`src/audio_macros.svh`:
```
`ifndef AUDIO_MACROS_SVH
`define AUDIO_MACROS_SVH

// Audio sample width in bits, signed two's complement
`define AUDIO_W 8

// Echo stages chained between receiver and transmitter
`define NUM_STAGES 3

// Delay of each echo stage, counted in frames
`define ECHO_DEPTH 4

// hwclk cycles per half period of the I2S bit clock
`define I2S_HALF_DIV 4

`endif

```
`src/audio_pkg.sv`:
```
`include "audio_macros.svh"

// Types shared by every block on the voice path
package audio_pkg;

  // One audio frame as it travels from link to link
  typedef struct packed {
    logic signed [`AUDIO_W-1:0] sample; // Signed ADC word, MSB first on the wire
    logic                       mute;   // Mute input seen at the slot's last bit
  } frame_t;

endpackage

```
`src/audio_path_top.sv`:
```
`timescale 1ns/10ps
`include "audio_macros.svh"

module audio_path_top (
  input  logic                   hwclk,
  input  logic                   arst_n,
  input  logic                   adc_serial_in, // From ADC
  input  logic                   mute,          // Push-to-talk mute
  input  logic [`NUM_STAGES-1:0] effect_en,     // One enable per echo stage
  output logic                   i2sclk,        // Bit clock to ADC and DAC
  output logic                   word_select,
  output logic                   dac_out        // To DAC
);

  // Link k feeds stage k, the last link feeds the transmitter
  audio_pkg::frame_t      link_frame [`NUM_STAGES+1];
  logic [`NUM_STAGES:0]   link_req;
  logic [`NUM_STAGES:0]   link_ack;

  logic       bit_rise;
  logic       bit_fall;
  logic [3:0] bit_idx;

  i2s_clkgen #(.HALF_DIV(`I2S_HALF_DIV)) i_i2s_clkgen (
    .hwclk(hwclk), .arst_n(arst_n),                           // From top
    .i2sclk(i2sclk), .word_select(word_select),               // To pins
    .bit_rise(bit_rise), .bit_fall(bit_fall), .bit_idx(bit_idx) // To rx and tx
  );

  i2s_rx i_i2s_rx (
    .hwclk(hwclk), .arst_n(arst_n),
    .adc_serial_in(adc_serial_in), .mute(mute),             // From pins
    .bit_rise(bit_rise), .bit_idx(bit_idx),                 // From clkgen
    .dn_frame(link_frame[0]), .dn_req(link_req[0]), .dn_ack(link_ack[0]) // To stage 0
  );

  for (genvar k = 0; k < `NUM_STAGES; k++) begin : g_stage
    echo_stage #(.DEPTH(`ECHO_DEPTH)) i_echo_stage (
      .hwclk(hwclk), .arst_n(arst_n),
      .echo_en(effect_en[k]),
      .up_frame(link_frame[k]), .up_req(link_req[k]), .up_ack(link_ack[k]),
      .dn_frame(link_frame[k+1]), .dn_req(link_req[k+1]), .dn_ack(link_ack[k+1])
    );
  end

  i2s_tx i_i2s_tx (
    .hwclk(hwclk), .arst_n(arst_n),
    .bit_fall(bit_fall), .bit_idx(bit_idx),                 // From clkgen
    .up_frame(link_frame[`NUM_STAGES]),                     // From last stage
    .up_req(link_req[`NUM_STAGES]), .up_ack(link_ack[`NUM_STAGES]),
    .dac_out(dac_out)                                       // To pin
  );

endmodule

```
`src/echo_stage.sv`:
```
`timescale 1ns/10ps
`include "audio_macros.svh"

module echo_stage #(
  parameter int DEPTH = `ECHO_DEPTH // Echo delay in frames
) (
  input  logic              hwclk,
  input  logic              arst_n,
  input  logic              echo_en,  // Add the delayed copy
  input  audio_pkg::frame_t up_frame,
  input  logic              up_req,
  output logic              up_ack,
  output audio_pkg::frame_t dn_frame,
  output logic              dn_req,
  input  logic              dn_ack
);

  localparam int PTR_W = (DEPTH > 1) ? $clog2(DEPTH) : 1;

  localparam logic signed [`AUDIO_W-1:0] SAT_MAX = {1'b0, {(`AUDIO_W-1){1'b1}}}; // +127
  localparam logic signed [`AUDIO_W-1:0] SAT_MIN = {1'b1, {(`AUDIO_W-1){1'b0}}}; // -128

  typedef enum logic [1:0] {
    IDLE,   // Waiting for upstream req
    UP_REL, // Acked, waiting for upstream req to drop
    DN_ACK, // Downstream req up, waiting for ack
    DN_REL  // Waiting for downstream ack to drop
  } state_t;

  state_t                     state_q;
  logic signed [`AUDIO_W-1:0] hist_q [DEPTH]; // Circular buffer of own inputs
  logic [PTR_W-1:0]           wr_ptr_q;       // Oldest entry, overwritten next
  logic signed [`AUDIO_W-1:0] echo;           // Delayed sample halved
  logic signed [`AUDIO_W:0]   sum;            // One guard bit
  logic signed [`AUDIO_W-1:0] mixed;          // Clipped mix
  logic                       take;           // Accept upstream frame

  assign take = (state_q == IDLE) && up_req;
  assign echo = hist_q[wr_ptr_q] >>> 1; // Sample from DEPTH frames back
  assign sum  = {up_frame.sample[`AUDIO_W-1], up_frame.sample} + {echo[`AUDIO_W-1], echo};

  always_comb begin
    mixed = sum[`AUDIO_W-1:0];
    if (sum[`AUDIO_W] != sum[`AUDIO_W-1]) begin
      mixed = sum[`AUDIO_W] ? SAT_MIN : SAT_MAX; // Overflow, clip to rail
    end
  end

  // Output frame, loaded once per accepted input
  always_ff @(posedge hwclk) begin
    if (take) begin
      dn_frame.sample <= echo_en ? mixed : up_frame.sample;
      dn_frame.mute   <= up_frame.mute; // Mute rides along untouched
    end
  end

  // Delay line records every frame, enabled or not
  always_ff @(posedge hwclk or negedge arst_n) begin
    if (!arst_n) begin
      for (int i = 0; i < DEPTH; i++) begin
        hist_q[i] <= '0;
      end
      wr_ptr_q <= '0;
    end else if (take) begin
      hist_q[wr_ptr_q] <= up_frame.sample;
      wr_ptr_q <= (wr_ptr_q == PTR_W'(DEPTH - 1)) ? '0 : wr_ptr_q + 1'b1;
    end
  end

  // Upstream handshake first, then downstream
  always_ff @(posedge hwclk or negedge arst_n) begin
    if (!arst_n) begin
      state_q <= IDLE;
      up_ack  <= 1'b0;
      dn_req  <= 1'b0;
    end else begin
      case (state_q)
        IDLE: if (up_req) begin
          up_ack  <= 1'b1;
          state_q <= UP_REL;
        end
        UP_REL: if (!up_req) begin
          up_ack  <= 1'b0;
          dn_req  <= 1'b1; // Frame already stable
          state_q <= DN_ACK;
        end
        DN_ACK: if (dn_ack) begin
          dn_req  <= 1'b0;
          state_q <= DN_REL;
        end
        default: if (!dn_ack) begin
          state_q <= IDLE; // Link closed, next frame may come in
        end
      endcase
    end
  end

endmodule

```
`src/i2s_clkgen.sv`:
```
`timescale 1ns/10ps
`include "audio_macros.svh"

module i2s_clkgen #(
  parameter int HALF_DIV = `I2S_HALF_DIV // hwclk cycles per bit-clock half period
) (
  input  logic       hwclk,
  input  logic       arst_n,
  output logic       i2sclk,      // Bit clock to the codec
  output logic       word_select, // Low in the audio slot
  output logic       bit_rise,    // One cycle after i2sclk goes high
  output logic       bit_fall,    // One cycle after i2sclk goes low
  output logic [3:0] bit_idx      // Slot bit 0 to 15
);

  localparam int CNT_W = (HALF_DIV > 1) ? $clog2(HALF_DIV) : 1;

  logic [CNT_W-1:0] div_q;    // Half-period counter
  logic             edge_due; // Bit clock toggles this cycle

  assign edge_due = (div_q == CNT_W'(HALF_DIV - 1));

  always_ff @(posedge hwclk or negedge arst_n) begin
    if (!arst_n) begin
      div_q    <= '0;
      i2sclk   <= 1'b0;
      bit_rise <= 1'b0;
      bit_fall <= 1'b0;
      bit_idx  <= '0;
    end else begin
      bit_rise <= edge_due && !i2sclk; // Low to high
      bit_fall <= edge_due && i2sclk;  // High to low
      if (edge_due) begin
        div_q  <= '0;
        i2sclk <= !i2sclk;
        if (i2sclk) begin
          bit_idx <= bit_idx + 4'd1; // Advance on falling edge, wraps at 16
        end
      end else begin
        div_q <= div_q + 1'b1;
      end
    end
  end

  // Upper half of the 16-bit frame is the unused slot
  assign word_select = bit_idx[3];

endmodule

```
`src/i2s_rx.sv`:
```
`timescale 1ns/10ps
`include "audio_macros.svh"

module i2s_rx (
  input  logic              hwclk,
  input  logic              arst_n,
  input  logic              adc_serial_in, // Serial ADC data, MSB first
  input  logic              mute,          // Sampled with the last slot bit
  input  logic              bit_rise,      // Rising bit-clock strobe
  input  logic [3:0]        bit_idx,       // Current slot bit
  output audio_pkg::frame_t dn_frame,      // Frame to first echo stage
  output logic              dn_req,
  input  logic              dn_ack
);

  localparam logic [3:0] SLOT_BITS = 4'(`AUDIO_W);
  localparam logic [3:0] LAST_BIT  = 4'(`AUDIO_W - 1);

  logic [`AUDIO_W-2:0] shift_q;   // Slot bits 0 to W-2
  logic                in_slot;   // Sampling edge inside the audio slot
  logic                slot_end;  // Sampling edge of the last slot bit
  logic                link_free; // Previous handshake fully closed
  logic                launch;    // New frame goes out this cycle

  assign in_slot   = bit_rise && (bit_idx < SLOT_BITS);
  assign slot_end  = in_slot && (bit_idx == LAST_BIT);
  assign link_free = !dn_req && !dn_ack;
  assign launch    = slot_end && link_free; // Word is dropped otherwise

  // MSB enters first and ends up on top
  always_ff @(posedge hwclk) begin
    if (in_slot) begin
      shift_q <= {shift_q[`AUDIO_W-3:0], adc_serial_in};
    end
  end

  // Frame stays put while req is high and until the next launch
  always_ff @(posedge hwclk) begin
    if (launch) begin
      dn_frame.sample <= {shift_q, adc_serial_in}; // Last bit straight from the pin
      dn_frame.mute   <= mute;
    end
  end

  // Sender side of the four-phase link
  always_ff @(posedge hwclk or negedge arst_n) begin
    if (!arst_n) begin
      dn_req <= 1'b0;
    end else if (launch) begin
      dn_req <= 1'b1; // Phase 1
    end else if (dn_req && dn_ack) begin
      dn_req <= 1'b0; // Phase 3
    end
  end

endmodule

```
`src/i2s_tx.sv`:
```
`timescale 1ns/10ps
`include "audio_macros.svh"

module i2s_tx (
  input  logic              hwclk,
  input  logic              arst_n,
  input  logic              bit_fall,  // Falling bit-clock strobe
  input  logic [3:0]        bit_idx,   // Already advanced when bit_fall is high
  input  audio_pkg::frame_t up_frame,  // Frame from last echo stage
  input  logic              up_req,
  output logic              up_ack,
  output logic              dac_out    // Serial DAC data, MSB first
);

  localparam logic [3:0] SLOT_BITS = 4'(`AUDIO_W);

  audio_pkg::frame_t   hold_q;      // Latest accepted frame
  logic [`AUDIO_W-1:0] word;        // Word for the coming slot
  logic [`AUDIO_W-1:0] shift_q;     // Remaining bits, next one on top
  logic                frame_start; // Slot bit 0 begins
  logic                in_slot;     // Falling edge inside the audio slot

  assign word        = hold_q.mute ? '0 : hold_q.sample; // Muted frames go out silent
  assign frame_start = bit_fall && (bit_idx == 4'd0);
  assign in_slot     = bit_fall && (bit_idx < SLOT_BITS);

  // Receiver side, ack as soon as latched so the chain never stalls
  always_ff @(posedge hwclk or negedge arst_n) begin
    if (!arst_n) begin
      hold_q <= '0; // Silence until first frame arrives
      up_ack <= 1'b0;
    end else if (up_req && !up_ack) begin
      hold_q <= up_frame;
      up_ack <= 1'b1; // Phase 2
    end else if (!up_req && up_ack) begin
      up_ack <= 1'b0; // Phase 4
    end
  end

  // Slot serializer
  always_ff @(posedge hwclk or negedge arst_n) begin
    if (!arst_n) begin
      shift_q <= '0;
      dac_out <= 1'b0;
    end else if (frame_start) begin
      dac_out <= word[`AUDIO_W-1]; // MSB right at frame start
      shift_q <= {word[`AUDIO_W-2:0], 1'b0};
    end else if (in_slot) begin
      dac_out <= shift_q[`AUDIO_W-1];
      shift_q <= {shift_q[`AUDIO_W-2:0], 1'b0};
    end else if (bit_fall) begin
      dac_out <= 1'b0; // Idle in the unused slot
    end
  end

endmodule

```
`config.mk`:
```
export PLATFORM = sky130hd
export DESIGN_NAME = audio_path_top
export DESIGN_NICKNAME = d
export VERILOG_FILES = /design/src/audio_pkg.sv /design/src/audio_path_top.sv /design/src/echo_stage.sv /design/src/i2s_clkgen.sv /design/src/i2s_rx.sv /design/src/i2s_tx.sv
export VERILOG_INCLUDE_DIRS = /design/src
export SDC_FILE = /design/constraint.sdc
export NUM_CORES = 1
export LEC_CHECK = 0
export ABC_CLOCK_PERIOD_IN_PS = 7250
export BUFFER_PORTS_ARGS = -buffer_cell sky130_fd_sc_hd__clkbuf_2
export CELL_PAD_IN_SITES_DETAIL_PLACEMENT = 1
export CELL_PAD_IN_SITES_GLOBAL_PLACEMENT = 1
export CORE_MARGIN = 3
export CORE_UTILIZATION = 40
export DETAILED_ROUTE_END_ITERATION = 10
export GPL_TIMING_DRIVEN = 0
export PLACE_DENSITY_LB_ADDON = 0.1
export SLEW_MARGIN = 0
export SYNTH_ARGS = -nofsm -noshare
export SYNTH_HDL_FRONTEND = slang
export SYNTH_HIERARCHICAL = 1
export SYNTH_SLANG_ARGS = --single-unit
```
`constraint.sdc`:
```
create_clock -name hwclk -period 7.25 [get_ports hwclk]
set_input_delay 1.45 -clock hwclk [delete_from_list [all_inputs] [get_ports hwclk]]
set_output_delay 1.45 -clock hwclk [all_outputs]
set_load 0.01 [all_outputs]
```
# == After elaboration in Yosys (flattened, before gate mapping) ==
# Index checks and enable logic that the tools add are counted.
# word_totals
word_cells,208
ramBits,0
out_inout_bits,3
mem_count,0
latchBits,0
input_bits,7
romBits,0
reg_bits,186
# classes
muxes,74
mul,0
eq_ne,26
shift,0
n_div,0
n_reduce_logical,46
n_lt_le_gt_ge,7
addsub,8
bitwise_logic,3
# op_table
operator,count
2-to-1 mux 8 bit,21
bitwise mux 32 bit,3
binary-select mux 8 bit (select 2 bit),3
demux 8 bit (select 2 bit),3
2-to-1 mux 2 bit,16
adder 8 x 7 -> 9 bit,3
2-to-1 mux 1 bit,19
case mux 2 bit (3 select lines),3
AND reduction 3 bit,6
nonzero test 2 bit,9
logical AND 1 bit,17
equality test 2 bit (second input constant),7
inequality test 2 bit (second input constant),6
inequality test 4 bit (second input constant),3
case mux 1 bit (2 select lines),6
AND reduction 4 bit,3
>= comparator 3 bit (second input constant),3
< comparator 3 x 1 -> 1 bit (second input constant),3
NOT 2 -> 3 bit,3
adder 2 x 1 -> 2 bit (second input constant),4
equality test 2 x 1 -> 1 bit (second input constant),3
zero test 2 bit,3
inequality test 2 x 1 -> 1 bit (second input constant),3
zero test 1 bit,5
7 further kinds,9

# == Longest topological paths before layout ==
# depth
ltp_word,8
mapped_depth,10
ltp_nobuf,9

# == By module ==
# The synthesis kept the hierarchy.
# modules_own_cells
mod,seq_area_each_um2,cells_each,n_inst,area_per_inst_um2
echo_stage (g_stage[2].i_echo_stage),1121.1,201,1,2432.3
echo_stage (g_stage[0].i_echo_stage),1121.1,201,1,2426.1
echo_stage (g_stage[1].i_echo_stage),1121.1,201,1,2418.6
i2s_tx,450.4,65,1,812.0
i2s_rx,505.5,23,1,559.3
i2s_clkgen,225.2,23,1,370.4

# == Worst setup path after synthesis ==
# No wires, ideal clock.
# synth_path
path_kind,reg2reg
startpoint,reg g_stage[0].i_echo_stage.wr_ptr_q[0]
endpoint,reg g_stage[0].i_echo_stage/dn_frame[7] in the netlist's numbering (data pin)
arrival_time_ns,2.605
setup_time_ns,0.258
period_less_slack_ns,2.863
slack_ns,4.387
required_ns,6.992
path_stages_with_launch,10
path_buffers,2
cell_sequence,dfrtp_1 -> buf_2 -> mux4_2 -> ha_1 -> a211o_1 -> and3_4 -> or3_1 -> buf_6 -> a22oi_2 -> o2bb2ai_1
# synth_between
elab_chain_len,8
word_cells_on_any_way,9
cone_classes,add/sub (1); eq/ne (1); mux (6); bitwise (1)
# synth_rtl
element,line,text
from (decl),echo_stage.sv:32,logic [PTR_W-1:0] wr_ptr_q;
from (signal assigned),echo_stage.sv:66,wr_ptr_q <= (wr_ptr_q == PTR_W'(DEPTH - 1)) ? '0 : wr_ptr_q + 1'b1;
NOT 2 -> 3 bit (not written as such) (*),echo_stage.sv:39,assign echo = hist_q[wr_ptr_q] >>> 1;
binary-select mux 8 bit (select 2 bit) (*),echo_stage.sv:39,
2-to-1 mux 8 bit (not written as such) (*) (2 in series),echo_stage.sv:39,
adder 8 x 7 -> 9 bit (*),echo_stage.sv:40,"assign sum = {up_frame.sample[`AUDIO_W-1], up_frame.sample} + {echo[`AUDIO_W-1], echo};"
2-to-1 mux 8 bit / inequality test 1 bit (equally long branches),"echo_stage.sv:45, echo_stage.sv:44",
2-to-1 mux 8 bit (*),echo_stage.sv:44,if (sum[`AUDIO_W] != sum[`AUDIO_W-1]) begin
2-to-1 mux 8 bit (*),echo_stage.sv:52,dn_frame.sample <= echo_en ? mixed : up_frame.sample;
to (decl),echo_stage.sv:13,"output audio_pkg::frame_t dn_frame,"
# Every way passes the cells marked *; elsewhere a longest branch is shown, timed or not. The select of a mux whose other input is x is not followed.
# A chain may end at the register's enable or synchronous reset.

# == Worst setup path after layout ==
# layout_path
startpoint,reg g_stage[2].i_echo_stage.wr_ptr_q[0]
endpoint,reg g_stage[2].i_echo_stage/dn_frame[3] in the netlist's numbering (data pin)
# layout_between
elab_chain_len,8
word_cells_on_any_way,9
cone_classes,add/sub (1); eq/ne (1); mux (6); bitwise (1)
# layout_rtl
element,line
from (decl),echo_stage.sv:32
from (signal assigned),echo_stage.sv:66
NOT 2 -> 3 bit (not written as such) (*),echo_stage.sv:39
binary-select mux 8 bit (select 2 bit) (*),echo_stage.sv:39
2-to-1 mux 8 bit (not written as such) (*) (2 in series),echo_stage.sv:39
adder 8 x 7 -> 9 bit (*),echo_stage.sv:40
2-to-1 mux 8 bit / inequality test 1 bit (equally long branches),"echo_stage.sv:45, echo_stage.sv:44"
2-to-1 mux 8 bit (*),echo_stage.sv:44
2-to-1 mux 8 bit (*),echo_stage.sv:52
to (decl),echo_stage.sv:13
# Marked as above.

==> results.json <==
{
  "status": "finished clean",
  "htreeDepth": 4,
  "place.port_buffers": 6,
  "via_count": 5684,
  "dieHeight_um": 156,
  "clk_latency_ns": 0.42,
  "nNetsFinal": 799,
  "synth_edf_count": 43,
  "mostFrequentLayoutCells": "dfrtp_1, mux2_2, ha_1",
  "power_switching_mw": 0.417,
  "clock.fmax_mhz": 314,
  "maxSlewViolCount": 0,
  "crit_type": "reg2reg",
  "drive_gt1_share_pct": 25.5,
  "cts_setup_buffers": 0,
  "grt_pass1_wl_um": 32700,
  "period_minus_slack_ns": 3.19,
  "switching_share_pct": 21.8,
  "postCtsHoldBufs": 0,
  "required_ns": 7.41,
  "fin_crit_sh_pct": 43.9,
  "wl_per_cell_um": 18.5,
  "relSlewSlack_pct": 47.6,
  "setup_viol": 0,
  "cap_violations": 0,
  "post-place-ws_ns": 4.02,
  "intPower_mw": 1.49,
  "boundaryPins": 10,
  "fp.dieW_um": 156,
  "seq_area_frac_synth_pct": 50.4,
  "clock-sinks": 173,
  "pwr-share-comb_pct": 1.5,
  "hold_viol": 0,
  "dpl.hpwl_um": 14000,
  "final_common_cell": "dfrtp_1",
  "synth-main-ff-cell": "dfrtp_1",
  "min_path_type": "reg2reg",
  "async_reset_ff_share_pct": 75.1,
  "fin_tns_setup_ns": 0,
  "cp_max_fo": 10,
  "critPathArrivalTime_ns": 3.35,
  "ys_warn_count": 6,
  "power_frac_seq_pct": 52.2,
  "syn-num-nets": 773,
  "n_antenna_cell": 0,
  "worst_slack_ns": 4.06,
  "cts_tree": "done",
  "antenna_found_initial": 0,
  "drt_iter0_markers": 229,
  "r2r_setup_slack_ns": 4.06,
  "skew_ns": 0.00827,
  "grt_max_degree": 91,
  "dr.pass1.iters": 4,
  "drc": 0,
  "synth_cells": 714,
  "postSynthAreaPerCell_um2": 12.6,
  "ys_ff_latch": 173,
  "cts.repair.resized": 0,
  "area_growth_pct": 11.0,
  "end_kind": "register",
  "tightest_slew_ns": 0.785,
  "numCtsBuffers": 17,
  "cellLeakagePower_nw": 4.44,
  "grt_overflow": 0,
  "fillers": 2245,
  "synth_area_um2": 9020,
  "rsz0062_at_grt": "false",
  "via_per_inst": 5.50,
  "routabilityCongestion": 0.767,
  "first_global_vias": 6450,
  "p_clk_share_pct": 46.3,
  "ant_nets": 0,
  "finalWirelength_um": 19200,
  "coreArea_um2": 22000,
  "hold_ws_ns": 0.422,
  "ir_worst_vdd_uv": 141,
  "cts.clk_slew.worst_paths_ns": 0.07,
  "floorplan.die_area_um2": 24400,
  "worstSetupStartpointType": "register",
  "start_util_pct": 41.1,
  "pwr_density_cell_nw_per_um2": 191,
  "grt_usage_pct": 16.9,
  "cts_max_path_buffers": 2,
  "root_buffer": "clkbuf_16",
  "synth.distinct_cells": 68,
  "rows": 54
}
==> cell usage after synthesis, drive strengths merged (5+ instances only) <==
cell type  instances  area (um2)
xnor2              7        68.8
edfxtp            43        1290
and3               6        56.3
o2bb2ai           15         131
o22ai              5        31.3
nor2              17        68.8
mux4              21         473
nor3b              5        37.5
mux2              87         983
clkbuf             5        21.3
o21ai             46         238
a21o               6        48.8
nand3              6        30.0
a21oi             31         166
o211ai             6        45.0
or2                6        37.5
a31oi             18         113
mux2i              7        70.1
nand2             48         180
o21a               8        60.1
inv               46         173
nor2b             20         125
buf               11        82.6
dfrtp            130        3250
ha                49         613
xor2               6        52.6
a22oi              6        60.1
==> critical path: stages (launching register included) <==
cell       delay [ns]
dfrtp_1          0.39
buf_2            0.34
mux4_2           0.60
ha_1             0.41
inv_1            0.09
o31ai_1          0.47
o21ai_1          0.31
a31oi_1          0.25
o2bb2ai_1        0.10
==> final timing paths <==
| check | from | endpoint | depth (start not counted) |
|---|---|---|---|
| max in group asynchronous | arst_n | g_stage[0].i_echo_stage/hist_q[27]$_DFFE_PN0P_ | 2 |
| setup / recovery | g_stage[2].i_echo_stage/wr_ptr_q[0]$_DFFE_PN0P_ | g_stage[2].i_echo_stage/dn_frame[3]$_DFFE_PP_ | 8 |
| setup reg to reg | g_stage[2].i_echo_stage/wr_ptr_q[0]$_DFFE_PN0P_ | g_stage[2].i_echo_stage/dn_frame[3]$_DFFE_PP_ | 8 |
| min in group asynchronous | arst_n | g_stage[2].i_echo_stage/hist_q[30]$_DFFE_PN0P_ | 1 |
| hold reg to reg | i_i2s_rx/shift_q[6]$_DFFE_PP_ | i_i2s_rx/dn_frame[8]$_DFFE_PP_ | 0 |
| hold / removal | i_i2s_rx/shift_q[6]$_DFFE_PP_ | i_i2s_rx/dn_frame[8]$_DFFE_PP_ | 0 |
==> area by class of cell <==
class,instances,area [um2],share of cell area (%)
well taps,280,350,3.50
multi-input cells,478,4190,41.8
repair buffers,7,66.3,0.663
clock buffers,18,439,4.39
flip-flops and latches,173,4540,45.4
inverters,46,173,1.73
plain buffers,17,114,1.14
clock inverters,14,134,1.34
==> power groups by stage <==
stage / logic (mW) / registers, mW / clock network [mW]
global route: 0.0338 / 0.995 / 0.960
global placement: 0.0263 / 1.02 / 0
floorplan: 0.00878 / 1.02 / 0
finish: 0.0286 / 0.996 / 0.884
detailed placement: 0.0304 / 1.02 / 0
CTS: 0.0304 / 0.996 / 0.919
==> registers in the layout, indices dropped and copies added (netlist names), 2 cells and up <==
register	count
i_i2s_clkgen/bit_idx	4
i_i2s_rx/shift_q	7
g_stage.i_echo_stage/up_ack	3
i_i2s_tx/shift_q	7
i_i2s_rx/dn_frame	9
g_stage.i_echo_stage/hist_q	84
i_i2s_clkgen/div_q	2
g_stage.i_echo_stage/state_q	6
i_i2s_tx/hold_q	9
g_stage.i_echo_stage/wr_ptr_q	6
g_stage.i_echo_stage/dn_frame	27
g_stage.i_echo_stage/dn_req	3
==> layer usage <==
layer  up-vias  GRT usage [%]  share of wire, %
li1       2699              -                 -
met1      2926           20.7                44
met2        45           30.6                53
met3        14           2.94               2.1
met4         0           4.88               1.1
met5         -              0                 0
==> metrics by stage <==
stage / cells / total power, mW / instance area [um2] / utilization (%)
CTS: 1033 / 1.94 / 10000 / 45.6
floorplan: 714 / 1.02 / 9020 / -
global placement: 1000 / 1.04 / 9400 / 42.8
detailed placement: 1001 / 1.05 / 9440 / 43.0
finish: 1033 / 1.91 / 10000 / 45.6
global route: 1033 / 1.99 / 10000 / 45.6
==> kinds of logic after synthesis <==
kind of cell	Yosys count	share of synthesized area, %
flops	173	50.4
mux	115	16.9
xor+xnor	13	1.35
buf+inv	63	3.18
compound gates	165	12.2
fa+ha+maj	52	7.46
simple gates	133	8.53
Power figures use the tool's default switching activity.
